--- src/pipe_cpu_pkg.sv ---
/* Shared widths, instruction layout, opcode and ALU encodings, and pipeline
   stage structs for the four-stage integer core */
package pipe_cpu_pkg;

    // ------------------------------------------------------------------------
    // Widths
    // ------------------------------------------------------------------------
    parameter int xlen       = 32;              // Data and address width
    parameter int reg_addr_w = 5;               // Register index width
    parameter int imm_w      = 17;              // I-type immediate, bits 16..0
    parameter int target_w   = 27;              // Jump target, bits 26..0

    typedef logic [xlen-1:0]       word_t;
    typedef logic [xlen-1:0]       pc_t;      // Counts instructions, not bytes
    typedef logic [reg_addr_w-1:0] reg_idx_t;

    // All-zero word decodes as add $0, $0, $0
    parameter word_t nop_word = '0;

    // ------------------------------------------------------------------------
    // Encodings
    // ------------------------------------------------------------------------
    typedef enum logic [4:0] {
        op_rtype = 5'b00000,
        op_jump  = 5'b00001,
        op_addi  = 5'b00101
    } opcode_e;

    typedef enum logic [4:0] {
        alu_add = 5'd0,
        alu_sub = 5'd1,
        alu_and = 5'd2,
        alu_or  = 5'd3,
        alu_sll = 5'd4,
        alu_sra = 5'd5
    } alu_op_e;

    // R-type view of a 32-bit instruction word
    typedef struct packed {
        opcode_e    opcode;                     // [31:27]
        reg_idx_t   rd;                         // [26:22]
        reg_idx_t   rs;                         // [21:17]
        reg_idx_t   rt;                         // [16:12], top of immediate
        reg_idx_t   shamt;                      // [11:7]
        alu_op_e    alu_op;                     // [6:2]
        logic [1:0] pad;                        // [1:0], ignored
    } instr_t;

    // Decode/execute pipeline register
    typedef struct packed {
        logic     wr_en;                        // Writes a register
        reg_idx_t dest;
        reg_idx_t rs;                           // Source indices for forwarding
        reg_idx_t rt;
        word_t    rs_val;
        word_t    rt_val;
        word_t    imm;                          // Already sign-extended
        logic     imm_sel;                      // Operand b from immediate
        alu_op_e  alu_op;
        reg_idx_t shamt;
    } dx_t;

    // One register write, also the retirement record
    typedef struct packed {
        logic     en;
        reg_idx_t dest;
        word_t    value;
    } reg_write_t;

endpackage
--- src/pipe_cpu.sv ---
/* Top of the four-stage core; connects fetch, decode, register file and
   execute, and exposes instruction fetch and the retirement write */
`timescale 1ns/1ps

module pipe_cpu import pipe_cpu_pkg::*; #(
    parameter pc_t reset_pc  = '0,
    parameter int  reg_count = 32
) (
    input  logic       clock,
    input  logic       reset,
    output pc_t        imem_addr,
    input  word_t      imem_data,
    output reg_write_t reg_write                // One retired write per enable
);

    word_t      fd_instr;
    logic       redirect;
    pc_t        redirect_pc;
    reg_idx_t   rs_idx;
    reg_idx_t   rt_idx;
    word_t      rs_data;
    word_t      rt_data;
    dx_t        dx;
    reg_write_t wb;

    fetch_stage #(.reset_pc(reset_pc)) fetch_stage_i (
        .clock, .reset, .redirect, .redirect_pc, .imem_addr, .imem_data, .fd_instr
    );

    decode_stage decode_stage_i (
        .clock, .reset, .fd_instr, .rs_idx, .rt_idx, .rs_data, .rt_data,
        .redirect, .redirect_pc, .dx
    );

    reg_file #(.reg_count(reg_count)) reg_file_i (
        .clock, .reset, .rs_idx, .rt_idx, .rs_data, .rt_data, .wb
    );

    execute_stage execute_stage_i (.clock, .reset, .dx, .wb);

    assign reg_write = wb;                      // Writeback is retirement

endmodule

--- src/execute_stage.sv ---
/* Execute stage with writeback forwarding, immediate operand select and
   the execute/writeback register that drives the register write */
`timescale 1ns/1ps

module execute_stage import pipe_cpu_pkg::*; (
    input  logic       clock,
    input  logic       reset,
    input  dx_t        dx,
    output reg_write_t wb                       // Also loops back for forwarding
);

    word_t op_a;
    word_t op_b_reg;
    word_t op_b;
    word_t alu_result;

    // Newest value of a source, from writeback if it targets that register
    function automatic word_t fwd(input reg_idx_t idx, input word_t val,
                                  input reg_write_t w);
        if (w.en && w.dest != '0 && w.dest == idx) begin
            return w.value;
        end
        return val;
    endfunction

    // ------------------------------------------------------------------------
    // Operand selection
    // ------------------------------------------------------------------------
    assign op_a     = fwd(dx.rs, dx.rs_val, wb);
    assign op_b_reg = fwd(dx.rt, dx.rt_val, wb);
    assign op_b     = dx.imm_sel ? dx.imm : op_b_reg; // addi takes the immediate

    alu alu_i (
        .op     (dx.alu_op),
        .a      (op_a),
        .b      (op_b),
        .shamt  (dx.shamt),
        .result (alu_result)
    );

    // ------------------------------------------------------------------------
    // Execute/writeback register
    // ------------------------------------------------------------------------
    always_ff @(posedge clock) begin
        if (reset) begin
            wb <= '0;
        end else begin
            wb.en    <= dx.wr_en;
            wb.dest  <= dx.dest;
            wb.value <= alu_result;
        end
    end

endmodule

--- src/decode_stage.sv ---
/* Splits the fetched word into fields, reads the register file, resolves
   jumps and loads the decode/execute register */
`timescale 1ns/1ps

module decode_stage import pipe_cpu_pkg::*; (
    input  logic     clock,
    input  logic     reset,
    input  word_t    fd_instr,
    output reg_idx_t rs_idx,                    // Register file read ports
    output reg_idx_t rt_idx,
    input  word_t    rs_data,
    input  word_t    rt_data,
    output logic     redirect,                  // To fetch, next PC is the target
    output pc_t      redirect_pc,
    output dx_t      dx
);

    instr_t instr;
    word_t  imm_ext;
    dx_t    dx_next;

    // ------------------------------------------------------------------------
    // Field extraction
    // ------------------------------------------------------------------------
    assign instr       = fd_instr;
    assign rs_idx      = instr.rs;
    assign rt_idx      = instr.rt;
    assign imm_ext     = {{(xlen-imm_w){fd_instr[imm_w-1]}}, fd_instr[imm_w-1:0]};
    assign redirect_pc = {{(xlen-target_w){1'b0}}, fd_instr[target_w-1:0]};

    // ------------------------------------------------------------------------
    // Opcode decode
    // ------------------------------------------------------------------------
    always_comb begin
        redirect        = 1'b0;
        dx_next.wr_en   = 1'b0;                 // Unknown opcodes write nothing
        dx_next.dest    = instr.rd;
        dx_next.rs      = instr.rs;
        dx_next.rt      = instr.rt;
        dx_next.rs_val  = rs_data;
        dx_next.rt_val  = rt_data;
        dx_next.imm     = imm_ext;
        dx_next.imm_sel = 1'b0;
        dx_next.alu_op  = alu_add;
        dx_next.shamt   = instr.shamt;

        case (instr.opcode)
            op_rtype: begin
                dx_next.wr_en  = (instr.rd != '0); // $0 never written
                dx_next.alu_op = instr.alu_op;
            end
            op_addi: begin
                dx_next.wr_en   = (instr.rd != '0);
                dx_next.imm_sel = 1'b1;         // rs + imm through the adder
            end
            op_jump: begin
                redirect = 1'b1;                // Leaves a non-writing entry
            end
            default: ;
        endcase
    end

    // Decode/execute register, payload loads every cycle
    always_ff @(posedge clock) begin
        dx <= dx_next;
        if (reset) begin
            dx.wr_en <= 1'b0;
        end
    end

endmodule

--- src/fetch_stage.sv ---
/* Program counter with increment and jump redirect, plus the fetch/decode
   register that drops the squashed slot */
`timescale 1ns/1ps

module fetch_stage import pipe_cpu_pkg::*; #(
    parameter pc_t reset_pc = '0                // First fetch address
) (
    input  logic  clock,
    input  logic  reset,
    input  logic  redirect,                     // Jump seen in decode
    input  pc_t   redirect_pc,
    output pc_t   imem_addr,
    input  word_t imem_data,                    // Same-cycle instruction word
    output word_t fd_instr
);

    pc_t pc;
    pc_t pc_next;

    // ------------------------------------------------------------------------
    // Program counter
    // ------------------------------------------------------------------------
    assign pc_next   = redirect ? redirect_pc : pc + pc_t'(1);
    assign imem_addr = pc;

    always_ff @(posedge clock) begin
        if (reset) begin
            pc <= reset_pc;
        end else begin
            pc <= pc_next;                      // Advances every cycle
        end
    end

    // ------------------------------------------------------------------------
    // Fetch/decode register
    // ------------------------------------------------------------------------
    always_ff @(posedge clock) begin
        if (reset) begin
            fd_instr <= nop_word;
        end else if (redirect) begin
            fd_instr <= nop_word;               // Squash the word behind the jump
        end else begin
            fd_instr <= imem_data;
        end
    end

endmodule

--- src/reg_file.sv ---
/* General purpose register file, two combinational read ports with
   write-through from the single write port, register 0 fixed at zero */
`timescale 1ns/1ps

module reg_file import pipe_cpu_pkg::*; #(
    parameter int reg_count = 32
) (
    input  logic       clock,
    input  logic       reset,
    input  reg_idx_t   rs_idx,
    input  reg_idx_t   rt_idx,
    output word_t      rs_data,
    output word_t      rt_data,
    input  reg_write_t wb                       // Write port from writeback
);

    word_t regs [reg_count];

    always_ff @(posedge clock) begin
        if (reset) begin
            for (int i = 0; i < reg_count; i++) begin
                regs[i] <= '0;
            end
        end else if (wb.en && wb.dest != '0) begin
            regs[wb.dest] <= wb.value;
        end
    end

    // Reads see a write landing on the same edge
    assign rs_data = (rs_idx == '0)                   ? '0       :
                     (wb.en && wb.dest == rs_idx)     ? wb.value :
                                                        regs[rs_idx];
    assign rt_data = (rt_idx == '0)                   ? '0       :
                     (wb.en && wb.dest == rt_idx)     ? wb.value :
                                                        regs[rt_idx];

endmodule

--- src/alu.sv ---
/* Combinational integer unit for add, sub, and, or and the two shifts;
   overflow is not reported */
`timescale 1ns/1ps

module alu import pipe_cpu_pkg::*; (
    input  alu_op_e  op,
    input  word_t    a,
    input  word_t    b,
    input  reg_idx_t shamt,                     // Shift distance, applied to a
    output word_t    result
);

    // ------------------------------------------------------------------------
    // Operation select
    // ------------------------------------------------------------------------
    always_comb begin
        case (op)
            alu_add: begin
                result = a + b;                 // Wraps on overflow
            end
            alu_sub: begin
                result = a - b;                 // a minus b
            end
            alu_and: begin
                result = a & b;
            end
            alu_or: begin
                result = a | b;
            end
            alu_sll: begin
                result = a << shamt;
            end
            alu_sra: begin
                // Sign bit copied in from the left
                result = word_t'($signed(a) >>> shamt);
            end
            default: begin
                result = '0;                    // Undefined op codes
            end
        endcase
    end

endmodule

--- config.mk ---
export PLATFORM = sky130hd
export DESIGN_NAME = pipe_cpu
export DESIGN_NICKNAME = d
export VERILOG_FILES = /design/src/pipe_cpu_pkg.sv /design/src/pipe_cpu.sv /design/src/execute_stage.sv /design/src/decode_stage.sv /design/src/fetch_stage.sv /design/src/reg_file.sv /design/src/alu.sv
export SDC_FILE = /design/constraint.sdc
export NUM_CORES = 2
export LEC_CHECK = 0
export ABC_AREA = 0
export BUFFER_PORTS_ARGS = -buffer_cell sky130_fd_sc_hd__buf_4
export CORE_MARGIN = 10
export CORE_UTILIZATION = 58
export CTS_CLUSTER_DIAMETER = 30
export DETAILED_ROUTE_END_ITERATION = 10
export GPL_TIMING_DRIVEN = 0
export PLACE_DENSITY = 0.74
export SKIP_CTS_REPAIR_TIMING = 1
export SLEW_MARGIN = 20
export SYNTH_ARGS = -nofsm -noshare
export SYNTH_HDL_FRONTEND = slang
export SYNTH_SLANG_ARGS = --single-unit
--- constraint.sdc ---
create_clock -name clock -period 5.38 [get_ports clock]
set_input_delay 0.807 -clock clock [delete_from_list [all_inputs] [get_ports clock]]
set_output_delay 0.807 -clock clock [all_outputs]
set_load 0.02 [all_outputs]
==> impl_metrics.csv <==
group,metric,value,unit
die,core,117000,um2
sta,hold_violations,0,
logic_synthesis,synthCells,4841,
global_routing,grt_start_max_net_pins,33,
job,maxCapViolCount,0,
sta,worstMarginPinSlew,1.29,ns
placement,place_area,71500,um2
clock_tree,clock_path_buffers,4,
global_routing,antenna_found_initial,21,
pwr,p_total,0.0352,W
critical_path,worstSetupPathType,"flip-flop to flip-flop",
sta,rsz0062_at_grt,"true",
sta,max_slew_margin,14.1,%
logic_synthesis,avgSynthCellArea,14.1,um2
critical_path,arrival,6.70,ns
cells_and_area,drive_gt1_share,28.2,%
detailed_routing,dr.pass1.iters,9,
min_path,hold_class,"input port to flip-flop",
clock_tree,tritoncts,"yes",
clock_tree,cts_buffers,285,
detailed_routing,postRouteAntennaNets,0,
placement,gp_congestion,1.06,
detailed_routing,wl_per_cell,38.7,um
die,num_rows,125,
die,fp.dieH,363,um
critical_path,critPathCaptureType,"flip-flop",
clock_tree,clock-sinks,1224,
clock_tree,clk_pin_slew_worst_paths,0.05,ns
clock_tree,cts-root-buf,"clkbuf_16",
logic_synthesis,yosysSeqAreaShare,50.8,%
critical_path,start_kind,"flip-flop",
clock_tree,htree_num_levels,5,
cells_and_area,post-route-util,70.3,%
die,die-width,363,um
clock_tree,insertion_delay,0.90,ns
outcome,outcome,"complete, but fails checks",
placement,dp_hpwl,189,mm
critical_path,critPathMaxFanout,5,
detailed_routing,via_per_inst,7.19,
sta,drv_slew,0,
global_routing,grt_pass1_wl,377,mm
sta,fmax,0.170,GHz
logic_synthesis,synth_flop_cell,"edfxtp_1",
detailed_routing,drtIter0Drc,8561,
pwr,ir_drop,418,uV
logic_synthesis,postSynth.asyncResetShare,0,%
logic_synthesis,ys_ff_latch,1224,
cells_and_area,post-route-cell-area,82000,um2
critical_path,required,6.18,ns
sta,setup_viol,13,
die,initial_core_util,58.7,%
cells_and_area,final_nets,5391,
sta,min_period,5.90,ns
pwr,p_leak,29.8,nW
sta,fin_ws,-0.517,ns
placement,port_buffers,103,
logic_synthesis,synth_area,68400,um2
outcome,violations,"negative setup slack",
detailed_routing,vias,50800,
global_routing,grt_pass1_vias,50000,
logic_synthesis,synth_edf_count,1024,
placement,preCtsSetupSlack,-1.85,ns
logic_synthesis,ys_warn_count,0,
pwr,p_per_area,429,nW/um2
global_routing,track_usage,40.9,%
die,die-area,132000,um2
global_routing,grt-ovfl-total,0,
sta,setup_tns,-3.63,ns
detailed_routing,drt_wl_total,273,mm
detailed_routing,drc,0,
sta,skew,0.0814,ns
sta,period_share,110,%
cells_and_area,syn_to_final_growth,19.9,%
cells_and_area,fillCellCount,7664,
logic_synthesis,synth.distinct_cells,92,
die,num_io_pins,104,
-- critical path, stage by stage, from the launching register on --
cell and delay, ns:
dfxtp_4 0.35, or3_4 0.36, buf_6 0.12, o31a_4 0.37, nand3_4 0.09, buf_8 0.12
buf_12 0.10, buf_12 0.10, mux2i_4 0.25, a21boi_4 0.14, inv_2 0.13, ha_4 0.20
nand3b_1 0.20, nor4_4 0.22, buf_6 0.19, a21oi_2 0.06, xnor2_1 0.15, ha_2 0.40
nand3_2 0.11, a2111o_1 0.37, a311o_1 0.39, a21bo_2 0.28, a21oi_4 0.17, a41o_4 0.28
o22ai_1 0.10, xnor2_1 0.16, nand2_1 0.12, a31oi_4 0.28
-- routing by layer --
metal,GRT usage (%),wire length [um],up-vias
li1,-,-,19600
met2,58.4,116000,4537
met5,0.944,263,-
met3,15.2,39400,1115
met1,50.9,93800,25500
met4,30.2,24100,14
-- kinds of logic (layout without fill, tap and decap cells) --
logic type | count (synthesis) | after routing | share of synthesized area (%)
AO/OA/AOI/OAI | 416 | 416 | 4.25
buffers and inverters | 539 | 1197 | 3.11
AND/OR/NAND/NOR | 1587 | 1587 | 13.3
multiplexers | 911 | 911 | 26.2
other | 1 | 45 | 0.00548
adder cells (fa/ha/maj) | 64 | 64 | 1.08
XOR/XNOR | 99 | 99 | 1.27
flip-flops | 1224 | 1224 | 50.8
-- stage by stage --
stage,std cells,hold slack [ns]
4_1_cts,7003,0.0924
6_report,7067,0.109
3_5_place_dp,6507,0.344
2_1_floorplan,4872,0.329
3_3_place_gp,6499,0.339
5_1_grt,7056,0.113
-- worst paths after layout --
path	startpoint	end	slack (ns)	cells past startpoint
worst max-delay path	execute_stage_i.wb[34]$_SDFF_PP0_	execute_stage_i.wb[26]$_SDFF_PP0_	-0.52	27
worst min-delay path	imem_data[4]	fetch_stage_i.fd_instr[4]$_SDFF_PP0_	0.11	2
worst max register to register	execute_stage_i.wb[34]$_SDFF_PP0_	execute_stage_i.wb[26]$_SDFF_PP0_	-0.52	27
worst min register to register	fetch_stage_i.fd_instr[14]$_SDFF_PP0_	decode_stage_i.dx[109]$_DFF_P_	0.36	0
-- report_power, final --
| part | internal, W | switching (W) | total (W) |
|---|---|---|---|
| combinational | 0.00235 | 0.00469 | 0.00704 |
| clock | 0.0114 | 0.00551 | 0.0169 |
| sequential | 0.0108 | 0.000494 | 0.0113 |
| total | 0.0245 | 0.0107 | 0.0352 |
-- area by class of cell --
class | count | area [um2] | area share, %
sequential | 1224 | 34800 | 42.4
multi-input combinational | 3109 | 32400 | 39.5
clock buffer | 346 | 7720 | 9.41
buffer | 489 | 2100 | 2.56
tap | 1524 | 1910 | 2.32
clock inverter | 150 | 1550 | 1.89
timing repair buffer | 164 | 1340 | 1.64
inverter | 48 | 183 | 0.223
antenna | 13 | 32.5 | 0.0397
-- cells in the mapped netlist, types with 19 or more instances --
| library cell | instances | area, um2 |
|---|---|---|
| and2_1 | 1037 | 6490 |
| edfxtp_1 | 1024 | 30700 |
| mux4_2 | 702 | 15800 |
| clkbuf_1 | 402 | 1510 |
| nor2_1 | 220 | 826 |
| dfxtp_1 | 200 | 4000 |
| mux2i_1 | 184 | 1840 |
| nand2_1 | 120 | 450 |
| a211oi_1 | 105 | 788 |
| a21oi_1 | 66 | 330 |
| buf_1 | 66 | 248 |
| o21ai_0 | 53 | 265 |
| xor2_1 | 53 | 464 |
| xnor2_1 | 46 | 403 |
| inv_1 | 44 | 165 |
| ha_1 | 35 | 438 |
| nand3_1 | 35 | 175 |
| or2_2 | 35 | 219 |
| a31oi_1 | 34 | 213 |
| maj3_1 | 28 | 280 |
| nor3_1 | 23 | 115 |
| mux2_2 | 19 | 214 |
-- sequential cells by signal, indices dropped and copies added, names as in the netlist --
name / count
fetch_stage_i.imem_addr: 32
fetch_stage_i.fd_instr: 32
execute_stage_i.wb: 38
reg_file_i.regs: 1024
decode_stage_i.dx: 98
-- cells in the final DEF (no fill, tap or decap), types with 15 or more instances in the layout --
master and count:
mux2_2 19, o21ai_1 19, maj3_1 28, conb_1 32, nand2_1 117, clkinvlp_4 17
edfxtp_1 1024, buf_2 25, clkbuf_16 299, nor2_1 216, a211oi_1 100, nor3_1 20
o21ai_0 39, a31oi_1 27, dfxtp_1 195, buf_4 148, bufinv_16 26, xnor2_1 44
clkinv_4 19, xor2_1 48, nand2b_1 15, nor2b_1 17, mux4_2 702, a21oi_1 61
clkbuf_2 59, clkbuf_1 398, nand3_1 32, clkinv_2 46, inv_1 42, and2_1 1037
or2_4 22, ha_1 26, buf_1 36, mux2i_1 178, clkinv_1 26
Note: power is estimated with default switching activity, not from simulation.
